`src/logic/stk_pkg.sv`:
```
package stk_pkg;

  // Engines, one stack each
  localparam int ENG_N = 4;
  localparam int ENGID_W = $clog2(ENG_N);

  // Banked line storage
  localparam int BANKS_N = 2;
  localparam int BANK_W = $clog2(BANKS_N);
  localparam int LINES_N = 8;
  localparam int LINE_W = $clog2(LINES_N);

  // Flat pointer space across all banks
  localparam int PTR_W = BANK_W + LINE_W;
  localparam int PTRS_N = BANKS_N * LINES_N;

  typedef logic [ENGID_W-1:0] engid_t;

  typedef enum logic [1:0] {
    OPCODE_PUSH = 2'd0,
    OPCODE_POP  = 2'd1,
    OPCODE_PEEK = 2'd2
  } opcode_t;

  typedef enum logic [1:0] {
    STATUS_OK    = 2'd0,
    // POP or PEEK on an empty stack
    STATUS_EMPTY = 2'd1,
    // PUSH with no free line left
    STATUS_FULL  = 2'd2
  } status_t;

  // Flat index for the bitmap, bank/line for addressing
  typedef union packed {
    logic [PTR_W-1:0] raw;
    struct packed {
      logic [BANK_W-1:0] bank;
      logic [LINE_W-1:0] line;
    } fld;
  } ptr_u;

  // Link word, points at the line pushed before this one
  typedef struct packed {
    logic vld;
    ptr_u ptr;
  } link_t;

  typedef struct packed {
    opcode_t opcode;
    engid_t engid;
  } cmd_t;

  // LK to MEM microcode
  typedef struct packed {
    engid_t engid;
    opcode_t opcode;
    status_t status;
    logic [BANKS_N-1:0] bank;
    logic head_vld;
    logic head_upt;
    ptr_u head_ptr;
  } uc_t;

  // MEM to WRBK microcode, also the response
  typedef struct packed {
    engid_t engid;
    opcode_t opcode;
    status_t status;
    logic head_vld;
    ptr_u head_ptr;
    logic rel_vld;
    ptr_u rel_ptr;
  } wrbk_t;

endpackage : stk_pkg
```
`src/logic/stk_pipe.sv`:
```
module stk_pipe #(
  parameter int DATA_W = 32
) (
  input wire logic              clk
, input wire logic              i_reset
// Command port
, input wire logic              i_cmd_vld
, input wire stk_pkg::cmd_t     i_cmd
, input wire logic [DATA_W-1:0] i_cmd_dat
, output logic                  o_cmd_rdy
// Response port
, output logic                  o_rsp_vld
, output stk_pkg::wrbk_t        o_rsp
, output logic [DATA_W-1:0]     o_rsp_dat
);

  // Allocator
  logic free_vld;
  stk_pkg::ptr_u free_ptr;
  logic alloc_take;
  // LK to SRAMs
  logic [stk_pkg::BANKS_N-1:0] link_ce;
  logic [stk_pkg::BANKS_N-1:0][stk_pkg::LINE_W-1:0] link_raddr;
  logic [stk_pkg::BANKS_N-1:0] link_we;
  logic [stk_pkg::BANKS_N-1:0][stk_pkg::LINE_W-1:0] link_waddr;
  stk_pkg::link_t [stk_pkg::BANKS_N-1:0] link_din;
  logic [stk_pkg::BANKS_N-1:0] dat_ce;
  logic [stk_pkg::BANKS_N-1:0][stk_pkg::LINE_W-1:0] dat_raddr;
  logic [stk_pkg::BANKS_N-1:0] dat_we;
  logic [stk_pkg::BANKS_N-1:0][stk_pkg::LINE_W-1:0] dat_waddr;
  logic [stk_pkg::BANKS_N-1:0][DATA_W-1:0] dat_din;
  // LK to MEM
  logic uc_vld;
  stk_pkg::uc_t uc;

  stk_pipe_lk #(.DATA_W(DATA_W)) u_lk (
    .clk(clk), .i_reset(i_reset)
  , .i_cmd_vld(i_cmd_vld), .i_cmd(i_cmd), .i_cmd_dat(i_cmd_dat), .o_cmd_rdy(o_cmd_rdy)
  , .i_free_vld(free_vld), .i_free_ptr(free_ptr), .o_alloc_take(alloc_take)
  , .i_wrbk_vld(o_rsp_vld), .i_wrbk(o_rsp)
  , .o_link_ce(link_ce), .o_link_raddr(link_raddr), .o_link_we(link_we)
  , .o_link_waddr(link_waddr), .o_link_din(link_din)
  , .o_dat_ce(dat_ce), .o_dat_raddr(dat_raddr), .o_dat_we(dat_we)
  , .o_dat_waddr(dat_waddr), .o_dat_din(dat_din)
  , .o_uc_vld(uc_vld), .o_uc(uc)
  );

  stk_pipe_alloc u_alloc (
    .clk(clk), .i_reset(i_reset), .i_take(alloc_take)
  , .i_wrbk_vld(o_rsp_vld), .i_wrbk(o_rsp)
  , .o_free_vld(free_vld), .o_free_ptr(free_ptr)
  );

  // WRBK microcode doubles as the response
  stk_pipe_mem #(.DATA_W(DATA_W)) u_mem (
    .i_link_ce(link_ce), .i_link_raddr(link_raddr), .i_link_we(link_we)
  , .i_link_waddr(link_waddr), .i_link_din(link_din)
  , .i_dat_ce(dat_ce), .i_dat_raddr(dat_raddr), .i_dat_we(dat_we)
  , .i_dat_waddr(dat_waddr), .i_dat_din(dat_din)
  , .i_uc_vld(uc_vld), .i_uc(uc), .clk(clk), .i_reset(i_reset)
  , .o_wrbk_vld(o_rsp_vld), .o_wrbk(o_rsp), .o_wrbk_dat(o_rsp_dat)
  );

endmodule : stk_pipe

```
`src/logic/stk_pipe_mem.sv`:
```
module stk_pipe_mem #(
  parameter int DATA_W = 32
) (
// Link SRAM
  input wire logic [stk_pkg::BANKS_N-1:0]                      i_link_ce
, input wire logic [stk_pkg::BANKS_N-1:0][stk_pkg::LINE_W-1:0] i_link_raddr
, input wire logic [stk_pkg::BANKS_N-1:0]                      i_link_we
, input wire logic [stk_pkg::BANKS_N-1:0][stk_pkg::LINE_W-1:0] i_link_waddr
, input wire stk_pkg::link_t [stk_pkg::BANKS_N-1:0]            i_link_din
// Data SRAM
, input wire logic [stk_pkg::BANKS_N-1:0]                      i_dat_ce
, input wire logic [stk_pkg::BANKS_N-1:0][stk_pkg::LINE_W-1:0] i_dat_raddr
, input wire logic [stk_pkg::BANKS_N-1:0]                      i_dat_we
, input wire logic [stk_pkg::BANKS_N-1:0][stk_pkg::LINE_W-1:0] i_dat_waddr
, input wire logic [stk_pkg::BANKS_N-1:0][DATA_W-1:0]          i_dat_din
// LK microcode
, input wire logic            i_uc_vld
, input wire stk_pkg::uc_t    i_uc
, input wire logic            clk
, input wire logic            i_reset
// WRBK microcode
, output logic                o_wrbk_vld
, output stk_pkg::wrbk_t      o_wrbk
, output logic [DATA_W-1:0]   o_wrbk_dat
);

  stk_pkg::link_t [stk_pkg::BANKS_N-1:0] link_dout;
  logic [stk_pkg::BANKS_N-1:0][DATA_W-1:0] dat_dout;
  stk_pkg::link_t link_sel;
  logic [DATA_W-1:0] dat_sel;
  // MDAT microcode
  logic mdat_vld_q;
  stk_pkg::uc_t mdat_uc_q;
  logic is_pop;
  logic is_peek;
  logic ok;

  for (genvar bnk = 0; bnk < stk_pkg::BANKS_N; bnk++) begin : sram_gen
    // Previous-line pointers
    stk_pipe_mem_sram #(.W($bits(stk_pkg::link_t)), .DEPTH(stk_pkg::LINES_N)) u_link (
      .clk(clk), .i_ce(i_link_ce[bnk]), .i_raddr(i_link_raddr[bnk])
    , .i_we(i_link_we[bnk]), .i_waddr(i_link_waddr[bnk])
    , .i_din(i_link_din[bnk]), .o_dout(link_dout[bnk])
    );
    // Pushed words
    stk_pipe_mem_sram #(.W(DATA_W), .DEPTH(stk_pkg::LINES_N)) u_dat (
      .clk(clk), .i_ce(i_dat_ce[bnk]), .i_raddr(i_dat_raddr[bnk])
    , .i_we(i_dat_we[bnk]), .i_waddr(i_dat_waddr[bnk])
    , .i_din(i_dat_din[bnk]), .o_dout(dat_dout[bnk])
    );
  end : sram_gen

  // MEM to MDAT in step with the SRAM read data
  always_ff @(posedge clk) begin
    if (i_reset) begin
      mdat_vld_q <= 1'b0;
    end else begin
      mdat_vld_q <= i_uc_vld;
    end
  end

  always_ff @(posedge clk) begin
    if (i_uc_vld) begin
      mdat_uc_q <= i_uc;
    end
  end

  // One-hot bank select
  always_comb begin
    link_sel = '0;
    dat_sel = '0;
    for (int b = 0; b < stk_pkg::BANKS_N; b++) begin
      if (mdat_uc_q.bank[b]) begin
        link_sel = link_dout[b];
        dat_sel = dat_dout[b];
      end
    end
  end

  // Opcode decode
  assign is_pop = (mdat_uc_q.opcode == stk_pkg::OPCODE_POP);
  assign is_peek = (mdat_uc_q.opcode == stk_pkg::OPCODE_PEEK);
  assign ok = (mdat_uc_q.status == stk_pkg::STATUS_OK);

  // MDAT to WRBK
  assign o_wrbk_vld = mdat_vld_q;
  assign o_wrbk.engid = mdat_uc_q.engid;
  assign o_wrbk.opcode = mdat_uc_q.opcode;
  assign o_wrbk.status = mdat_uc_q.status;
  // POP takes the next head from the link word
  assign o_wrbk.head_vld = mdat_uc_q.head_upt ? link_sel.vld : mdat_uc_q.head_vld;
  assign o_wrbk.head_ptr = mdat_uc_q.head_upt ? link_sel.ptr : mdat_uc_q.head_ptr;
  // Popped line goes back to the allocator
  assign o_wrbk.rel_vld = is_pop && ok;
  assign o_wrbk.rel_ptr = mdat_uc_q.head_ptr;
  assign o_wrbk_dat = ((is_pop || is_peek) && ok) ? dat_sel : '0;

endmodule : stk_pipe_mem

```
`src/logic/stk_pipe_lk.sv`:
```
module stk_pipe_lk #(
  parameter int DATA_W = 32
) (
  input wire logic            clk
, input wire logic            i_reset
, input wire logic            i_cmd_vld
, input wire stk_pkg::cmd_t   i_cmd
, input wire logic [DATA_W-1:0] i_cmd_dat
, output logic                o_cmd_rdy
, input wire logic            i_free_vld
, input wire stk_pkg::ptr_u   i_free_ptr
, output logic                o_alloc_take
, input wire logic            i_wrbk_vld
, input wire stk_pkg::wrbk_t  i_wrbk
// Link SRAM
, output logic [stk_pkg::BANKS_N-1:0]                     o_link_ce
, output logic [stk_pkg::BANKS_N-1:0][stk_pkg::LINE_W-1:0] o_link_raddr
, output logic [stk_pkg::BANKS_N-1:0]                     o_link_we
, output logic [stk_pkg::BANKS_N-1:0][stk_pkg::LINE_W-1:0] o_link_waddr
, output stk_pkg::link_t [stk_pkg::BANKS_N-1:0]           o_link_din
// Data SRAM
, output logic [stk_pkg::BANKS_N-1:0]                     o_dat_ce
, output logic [stk_pkg::BANKS_N-1:0][stk_pkg::LINE_W-1:0] o_dat_raddr
, output logic [stk_pkg::BANKS_N-1:0]                     o_dat_we
, output logic [stk_pkg::BANKS_N-1:0][stk_pkg::LINE_W-1:0] o_dat_waddr
, output logic [stk_pkg::BANKS_N-1:0][DATA_W-1:0]         o_dat_din
// Microcode to MEM
, output logic                o_uc_vld
, output stk_pkg::uc_t        o_uc
);

  stk_pkg::engid_t eng;
  logic is_push;
  logic fwd;
  logic cur_vld;
  stk_pkg::ptr_u cur_ptr;
  logic push_ok;
  logic rd_ok;
  logic accept;
  logic [stk_pkg::BANKS_N-1:0] rd_oh;
  logic [stk_pkg::BANKS_N-1:0] wr_oh;
  stk_pkg::uc_t uc_nxt;
  // Head table, one entry per engine
  logic [stk_pkg::ENG_N-1:0] head_vld_q;
  stk_pkg::ptr_u [stk_pkg::ENG_N-1:0] head_ptr_q;
  // SRAM drive, same for link and data
  logic [stk_pkg::BANKS_N-1:0] ce_q;
  logic [stk_pkg::BANKS_N-1:0] we_q;
  logic [stk_pkg::LINE_W-1:0] raddr_q;
  logic [stk_pkg::LINE_W-1:0] waddr_q;
  stk_pkg::link_t link_din_q;
  logic [DATA_W-1:0] dat_din_q;

  assign eng = i_cmd.engid;
  assign is_push = (i_cmd.opcode == stk_pkg::OPCODE_PUSH);

  // Head of a POP/PEEK in MEM not known yet
  assign o_cmd_rdy = !(o_uc_vld && (o_uc.engid == eng) &&
                       ((o_uc.opcode == stk_pkg::OPCODE_POP) ||
                        (o_uc.opcode == stk_pkg::OPCODE_PEEK)));
  assign accept = i_cmd_vld && o_cmd_rdy;

  // Forward the POP head being written back this cycle
  assign fwd = i_wrbk_vld && i_wrbk.rel_vld && (i_wrbk.engid == eng);
  assign cur_vld = fwd ? i_wrbk.head_vld : head_vld_q[eng];
  assign cur_ptr = fwd ? i_wrbk.head_ptr : head_ptr_q[eng];

  assign push_ok = is_push && i_free_vld;
  assign rd_ok = !is_push && cur_vld;
  assign o_alloc_take = accept && push_ok;

  always_comb begin
    // Bank decode, read at head, write at new line
    for (int b = 0; b < stk_pkg::BANKS_N; b++) begin
      rd_oh[b] = (int'(cur_ptr.fld.bank) == b);
      wr_oh[b] = (int'(i_free_ptr.fld.bank) == b);
    end
    uc_nxt.engid = eng;
    uc_nxt.opcode = i_cmd.opcode;
    if (is_push) begin
      uc_nxt.status = i_free_vld ? stk_pkg::STATUS_OK : stk_pkg::STATUS_FULL;
    end else begin
      uc_nxt.status = cur_vld ? stk_pkg::STATUS_OK : stk_pkg::STATUS_EMPTY;
    end
    uc_nxt.bank = is_push ? wr_oh : rd_oh;
    // Only POP moves the head down the list
    uc_nxt.head_upt = (i_cmd.opcode == stk_pkg::OPCODE_POP) && cur_vld;
    uc_nxt.head_vld = push_ok ? 1'b1 : cur_vld;
    uc_nxt.head_ptr = push_ok ? i_free_ptr : cur_ptr;
  end

  always_ff @(posedge clk) begin
    if (i_reset) begin
      o_uc_vld <= 1'b0;
      ce_q <= '0;
      we_q <= '0;
      head_vld_q <= '0;
    end else begin
      o_uc_vld <= accept;
      ce_q <= (accept && rd_ok) ? rd_oh : '0;
      we_q <= (accept && push_ok) ? wr_oh : '0;
      // Writeback first, a PUSH in the same cycle wins
      if (i_wrbk_vld && i_wrbk.rel_vld) begin
        head_vld_q[i_wrbk.engid] <= i_wrbk.head_vld;
      end
      if (accept && push_ok) begin
        head_vld_q[eng] <= 1'b1;
      end
    end
  end

  always_ff @(posedge clk) begin
    if (i_wrbk_vld && i_wrbk.rel_vld) begin
      head_ptr_q[i_wrbk.engid] <= i_wrbk.head_ptr;
    end
    if (accept && push_ok) begin
      head_ptr_q[eng] <= i_free_ptr;
    end
    if (accept) begin
      o_uc <= uc_nxt;
      raddr_q <= cur_ptr.fld.line;
      waddr_q <= i_free_ptr.fld.line;
      // New line links back to the old head
      link_din_q.vld <= cur_vld;
      link_din_q.ptr <= cur_ptr;
      dat_din_q <= i_cmd_dat;
    end
  end

  // Address and data go to every bank, enables pick one
  assign o_link_ce = ce_q;
  assign o_link_we = we_q;
  assign o_link_raddr = {stk_pkg::BANKS_N{raddr_q}};
  assign o_link_waddr = {stk_pkg::BANKS_N{waddr_q}};
  assign o_link_din = {stk_pkg::BANKS_N{link_din_q}};
  assign o_dat_ce = ce_q;
  assign o_dat_we = we_q;
  assign o_dat_raddr = {stk_pkg::BANKS_N{raddr_q}};
  assign o_dat_waddr = {stk_pkg::BANKS_N{waddr_q}};
  assign o_dat_din = {stk_pkg::BANKS_N{dat_din_q}};

endmodule : stk_pipe_lk

```
`src/logic/stk_pipe_alloc.sv`:
```
module stk_pipe_alloc (
  input wire logic            clk
, input wire logic            i_reset
, input wire logic            i_take
, input wire logic            i_wrbk_vld
, input wire stk_pkg::wrbk_t  i_wrbk
, output logic                o_free_vld
, output stk_pkg::ptr_u       o_free_ptr
);

  // One bit per line, set when free
  logic [stk_pkg::PTRS_N-1:0] free_q;
  logic rel;

  // Line given back by a successful POP
  assign rel = i_wrbk_vld && i_wrbk.rel_vld && (i_wrbk.opcode == stk_pkg::OPCODE_POP);

  // Find first free, lowest index wins
  always_comb begin
    o_free_vld = 1'b0;
    o_free_ptr = '0;
    for (int i = stk_pkg::PTRS_N - 1; i >= 0; i--) begin
      if (free_q[i]) begin
        o_free_vld = 1'b1;
        o_free_ptr.raw = stk_pkg::PTR_W'(i);
      end
    end
  end

  always_ff @(posedge clk) begin
    if (i_reset) begin
      // Every line starts free
      free_q <= '1;
    end else begin
      if (rel) begin
        free_q[i_wrbk.rel_ptr.raw] <= 1'b1;
      end
      // Offered line is never the released one
      if (i_take) begin
        free_q[o_free_ptr.raw] <= 1'b0;
      end
    end
  end

endmodule : stk_pipe_alloc

```
`src/logic/stk_pipe_mem_sram.sv`:
```
module stk_pipe_mem_sram #(
  parameter int W = 32
, parameter int DEPTH = 8
) (
  input wire logic                      clk
, input wire logic                      i_ce
, input wire logic [$clog2(DEPTH)-1:0]  i_raddr
, input wire logic                      i_we
, input wire logic [$clog2(DEPTH)-1:0]  i_waddr
, input wire logic [W-1:0]              i_din
, output logic [W-1:0]                  o_dout
);

  // Storage array
  logic [W-1:0] mem [0:DEPTH-1];

  // Write port
  always_ff @(posedge clk) begin
    if (i_we) begin
      mem[i_waddr] <= i_din;
    end
  end

  // Read port, output held between enables
  always_ff @(posedge clk) begin
    if (i_ce) begin
      o_dout <= mem[i_raddr];
    end
  end

endmodule : stk_pipe_mem_sram

```
`config.mk`:
```
export PLATFORM = sky130hd
export DESIGN_NAME = stk_pipe
export DESIGN_NICKNAME = d
export VERILOG_FILES = /design/src/logic/stk_pkg.sv /design/src/logic/stk_pipe.sv /design/src/logic/stk_pipe_mem.sv /design/src/logic/stk_pipe_lk.sv /design/src/logic/stk_pipe_alloc.sv /design/src/logic/stk_pipe_mem_sram.sv
export SDC_FILE = /design/constraint.sdc
export NUM_CORES = 1
export LEC_CHECK = 0
export BUFFER_PORTS_ARGS = -buffer_cell sky130_fd_sc_hd__buf_2
export CORE_ASPECT_RATIO = 1.75
export CORE_MARGIN = 5
export CORE_UTILIZATION = 62
export DETAILED_ROUTE_END_ITERATION = 6
export GPL_ROUTABILITY_DRIVEN = 0
export GPL_TIMING_DRIVEN = 0
export PLACE_DENSITY = 0.79
export SLEW_MARGIN = 20
export SYNTH_ARGS = -nofsm -noshare
export SYNTH_HDL_FRONTEND = slang
export SYNTH_SLANG_ARGS = --single-unit
```
`constraint.sdc`:
```
create_clock -name clk -period 5.05 [get_ports clk]
set_input_delay 1.01 -clock clk [delete_from_list [all_inputs] [get_ports clk]]
set_output_delay 1.01 -clock clk [all_outputs]
set_load 0.1 [all_outputs]
```
======== Word-level counts from Yosys, hierarchy flattened ========
Memory sizes are Yosys's and may differ from the RTL's. A register that Yosys moved wholly into a read port is not among the register bits.
Index checks and enable logic that the tools add are counted.
word-level totals
  input bits .............................. 39
  ROM bits ................................ 0
  bits in latches ......................... 0
  flip-flop bits (word level) ............. 113
  memories ................................ 4
  word-level logic and storage cells ...... 158
  output and inout port bits .............. 50
  bits in writable memories ............... 592
memory list
  name                          words  bits a word  read ports  clocked after memory_dff  write ports  line                     RTL
  u_mem.sram_gen[0].u_dat.mem   8      32           1           1                         1            stk_pipe_mem_sram.sv:15  logic [W-1:0] mem [0:DEPTH-1];
  u_mem.sram_gen[1].u_dat.mem   8      32           1           1                         1            stk_pipe_mem_sram.sv:15
  u_mem.sram_gen[0].u_link.mem  8      5            1           1                         1            stk_pipe_mem_sram.sv:15
  u_mem.sram_gen[1].u_link.mem  8      5            1           1                         1            stk_pipe_mem_sram.sv:15
operators by class
  order comparisons ....................... 8
  bitwise logic cells ..................... 8
  equality and inequality tests ........... 7
  divide/modulo/power cells ............... 0
  multiplexer cells ....................... 77
  $mul .................................... 0
  add/sub/neg operators ................... 0
  reductions and logical operators ........ 25
  shift operators ......................... 0
operator list
  cell                                                                                 number
  4-bit 2-to-1 mux                                                                     25
  32-bit 2-to-1 mux                                                                    3
  16-bit 2-to-1 mux                                                                    5
  16-bit bitwise mux                                                                   2
  1-bit 2-to-1 mux                                                                     28
  1-bit logical AND                                                                    17
  16-bit AND                                                                           1
  4-bit demux with 2-bit select                                                        2
  16-bit NOT                                                                           1
  16-bit bitwise OR                                                                    1
  4-bit by 5-bit less-than comparator with 1-bit output, second input constant         2
  5-bit 2-to-1 mux                                                                     2
  4-bit binary-select mux with 2-bit select                                            1
  1-bit demux with 4-bit select                                                        2
  4-bit by 1-bit greater-or-equal comparator with 1-bit output, second input constant  2
  2-bit by 1-bit == test with 1-bit output, second input constant                      3
  2-bit by 3-bit less-than comparator with 1-bit output, second input constant         2
  2-bit 2-to-1 mux                                                                     3
  4-bit bitwise mux                                                                    1
  1-bit demux with 2-bit select                                                        2
  2-bit == test                                                                        2
  2-bit == test, second input constant                                                 2
  2-bit by 1-bit greater-or-equal comparator with 1-bit output, second input constant  2
  2-bit zero test                                                                      2
  other kinds (6)                                                                      12

======== Depth between registers and ports, before layout ========
  depth in word-level cells ............... 23
  gate-level depth with buffers ........... 7
  depth with buffers taken out ............ 7

======== By module ========
A second synthesis with hierarchy kept.
unflattened totals
  cell total of the unflattened synthesis .. 1,498
  area total of the unflattened synthesis .. 30,954.7 um2
by module, submodules not included
  module                                            area an instance (um2)  cells an instance  times used
  stk_pipe_mem_sram (u_mem.sram_gen[0].u_dat ...)   10,786.6                415                2
  stk_pipe_lk                                       3,508.4                 232                1
  stk_pipe_mem_sram (u_mem.sram_gen[0].u_link ...)  1,744.2                 75                 2
  stk_pipe_mem                                      1,391.3                 163                1
  stk_pipe_alloc                                    993.5                   123                1

======== Least setup slack after synthesis ========
OpenSTA, ideal clock, no wires.
  path kind ............................... register to output
  from .................................... register u_mem.mdat_uc_q, in the netlist u_mem.o_wrbk[13]
  to ...................................... output o_rsp[4] (netlist name)
  setup slack ............................. 1.267 ns
  stages on the path, launching flop included .. 4
  path buffers ............................ 0
  data arrival time ....................... 2.773 ns
  required time ........................... 4.040 ns
  path through ............................ edfxtp_1 inv_1 ha_1 nor3b_1
RTL lines
  element                   line                RTL
  start: declaration        stk_pipe_mem.sv:33  stk_pkg::uc_t mdat_uc_q;
  start signal: assignment  stk_pipe_mem.sv:64  mdat_uc_q <= i_uc;
  end: declaration          stk_pipe.sv:13      , output stk_pkg::wrbk_t o_rsp

======== Worst setup path in the final report ========
  from .................................... register u_mem.mdat_uc_q, in the netlist u_mem.o_wrbk[12]
  to ...................................... output o_rsp_dat[11]
on the way
  cells in the longest elaborated chain, start to end .. 4
  elaborated cells between the ends (all ways) .. 5
  classes of those cells .................. eq/ne: 2; mux: 1; reduce/logical: 2
ends and longest elaborated chain
  element                                                                           line                                    RTL
  2-bit by 1-bit == test with 1-bit output / 2-bit == test (equally long branches)  stk_pipe_mem.sv:81, stk_pipe_mem.sv:82
  1-bit logical OR (*)                                                              stk_pipe_mem.sv:96                      assign o_wrbk_dat = ((is_pop || is_peek) && ok) ? dat_sel : '0;
  1-bit logical AND (*)                                                             stk_pipe_mem.sv:96
  32-bit 2-to-1 mux (*)                                                             stk_pipe_mem.sv:96
  end: declaration                                                                  stk_pipe.sv:14                          , output logic [DATA_W-1:0] o_rsp_dat
Mark *: on every way between the ends. The rest lies on a longest branch, timed or not.

==> metrics.yaml <==
grt_pass1_wl_mm: 108
setup_viol: 0
crit_slowest_cell: "buf_2"
whs_ns: 0.419
ctsLongestPathBuffers: 3
syn_to_final_growth_pct: 14.7
root_buffer: "clkbuf_16"
synth_top_family_by_area: "multiplexers"
synth_top_area_share_pct: 74.8
synth_fa_ha_area_share_pct: 0.0425
setup.worst_path.start_class: "register"
clock_latency_ns: 0.61
tns_ns: 0
path_clk_slew_ns: 0.06
avgSynthCellArea_um2: 21.5
cpMostUsedCell: "clkbuf_1"
fin_crit_sh_pct: 87.4
post-dp-hpwl_mm: 44.3
crit_required_ns: 4.04
synth_largest_area_cell: "edfxtp_1"
synth_edf_count: 734
post_cts_buffers: 0
numPortBuffers: 88
hold_buffers: 0
min_period_ns: 4.41
synth_most_common_cell: "edfxtp_1"
yosys.area_share.xor_xnor_pct: 0.149
finalWirelength_mm: 73.0
ios: 89
rows: 105
synth_compound_area_share_pct: 2.16
synth_commonest_cells: "edfxtp_1, mux4_2, mux2_2, nor2_1"
synthCells: 1368
antenna_found_initial: 0
nets: 1614
maxCapViolations: 0
fp.dieW_um: 175
cp-end-kind: "primary output"
cts_max_level: 3
syn-num-nets: 1408
synthSimpleGateAreaFrac_pct: 2.64
cp_max_fo: 10
crit_path_max_incr_delay_ns: 0.51
drt_iter0_drc: 1658
start_util_pct: 62.7
clock_skew_ns: 0.0286
crit_buf_inv: 3
grt_pass1_vias: 16100
max_freq_mhz: 227
track_usage_pct: 28.5
die-area_um2: 52200
ys_warn_count: 0
cp.arrival_ns: 3.40
yosys.cell_types.count: 57
status: "finished, final reports clean"
slew_headroom_pct: 28.9
synth_mux_area_share_pct: 16.0
cts_tree: "built"
fillCellCount: 2571
hold_violations: 0
seq_area_frac_synth_pct: 77.6
slew_viol_final: 0
cts_buffers: 67
intPower_mw: 10.6
p_seq_share_pct: 53.1
ant_nets: 0
hold_path.class: "register to register"
remaining_drc_errors: 0
synth.cell_area_um2: 29500
vias_per_cell: 6.89
drive_above_1_share_pct: 32.7
vias: 15300
synth_flop_cell: "edfxtp_1"
dieHeight_um: 298
worst_slew_pin_slew_ns: 1.07
powerDensity_nw_per_um2: 408
antenna_cells: 0
static-leakage-power_nw: 11.1
grt_max_degree: 38
ys_ff_latch: 776
switching_power_mw: 3.16
critPathTopFamily: "buffers and inverters"
grt_overflow: 0
wire_per_inst_um: 33.0
p_sw_share_pct: 22.9
synthArstFlopShare_pct: 0
numClockSinks: 776
drt_first_pass_iters: 6
grt_setup_unrepaired: "no"
path_cells: "ha_1 -> or3_1 -> clkbuf_1 -> clkbuf_1 -> nor2_1 -> buf_2"
combPwrFrac_pct: 9.7
crit_type: "register to primary output"
cts_resized: 0
max-vdd-ir-drop_uv: 322
synth.area.top_cells: "edfxtp_1, mux4_2, mux2_2, dfxtp_1, mux2i_1"
clkPwrFrac_pct: 37.2
core_um2: 47000
[final cells by class]
type	count	area (um^2)	share of cell area [%]
Clock inverter	42	408	1.21
Clock buffer	79	1760	5.22
Timing Repair Buffer	137	1310	3.86
Sequential cell	776	22900	67.7
Buffer	74	350	1.04
Inverter	8	42.5	0.126
Multi-Input combinational cell	510	6320	18.7
Tap cell	588	736	2.18
[cells in the final DEF (no fill, tap or decap), types with 13 or more instances in the layout]
| cell | n |
|---|---|
| buf_16 | 20 |
| clkbuf_16 | 69 |
| a22oi_1 | 35 |
| buf_2 | 107 |
| buf_4 | 29 |
| mux2_2 | 80 |
| a21oi_1 | 22 |
| nor2_1 | 57 |
| edfxtp_1 | 734 |
| mux4_2 | 153 |
| dfxtp_1 | 40 |
| mux2i_1 | 37 |
| clkinv_1 | 14 |
| nand2_1 | 13 |
| clkbuf_1 | 52 |
[layer usage]
metal / track usage [%] / part of all wire, % / vias to the layer above
li1: - / - / 6076
met1: 34.7 / 33 / 7888
met2: 49.8 / 54 / 1049
met3: 4.49 / 8.0 / 238
met4: 14.5 / 5.8 / 0
met5: 0 / 0 / -
[flip-flops by register name (all words and copies together) (netlist names)]
signal                        flops
u_lk.dat_din_q                   32
u_mem.sram_gen.u_dat.mem        512
u_mem.o_wrbk                     10
u_lk.o_dat_we                     2
u_alloc.free_q                   16
u_lk.head_vld_q                   4
u_lk.o_uc_vld                     1
u_lk.head_ptr_q                  16
u_lk.o_link_din                   5
u_mem.sram_gen.u_dat.o_dout      64
u_mem.sram_gen.u_link.mem        80
u_lk.waddr_q                      3
u_lk.o_dat_ce                     2
u_mem.mdat_uc_q                   4
u_mem.sram_gen.u_link.o_dout     10
u_mem.o_wrbk_vld                  1
u_lk.o_uc                        14
[power by group through the flow]
stage | clock network [mW] | logic [mW] | registers (mW)
finish | 5.13 | 1.34 | 7.33
global route | 5.46 | 1.41 | 7.34
CTS | 5.17 | 1.35 | 7.33
detailed placement | 0 | 1.31 | 7.47
global placement | 0 | 1.26 | 7.45
floorplan | 0 | 0.955 | 7.41
[final timing paths]
kind | to | from | slack, ns | cells after the start
min | u_mem.o_wrbk[1]$_DFFE_PP_ | u_lk.o_uc[1]$_DFFE_PP_ | 0.42 | 0
min reg2reg | u_mem.o_wrbk[1]$_DFFE_PP_ | u_lk.o_uc[1]$_DFFE_PP_ | 0.42 | 0
max | o_rsp_dat[11] | u_mem.o_wrbk[12]$_DFFE_PP_ | 0.64 | 6
max reg2reg | u_mem.sram_gen[0].u_link.o_dout[1]$_DFFE_PP_ | u_lk.o_link_din[0]$_DFFE_PP_ | 1.82 | 5
[stage by stage]
stage	total power [mW]	cells	util, %	setup slack (ns)	instance area (um^2)
global placement	8.71	2044	65.2	-1.63	30600
floorplan	8.37	1368	-	1.27	29500
global route	14.2	2214	71.9	0.597	33800
finish	13.8	2214	71.9	0.637	33800
detailed placement	8.77	2093	67.3	1.32	31600
CTS	13.8	2214	71.9	0.654	33800
[cells by family (layout without fill, tap and decap cells)]
kind of cell	count (synthesis)	after routing
xor gates and xnor gates	5	5
DFF	776	776
buffers and inverters	82	340
muxes	271	271
AOI/OAI and AO/OA	90	90
adders and majority gates	1	1
and+or+nand+nor	143	143
Note: power is estimated with default switching activity, not from simulation.
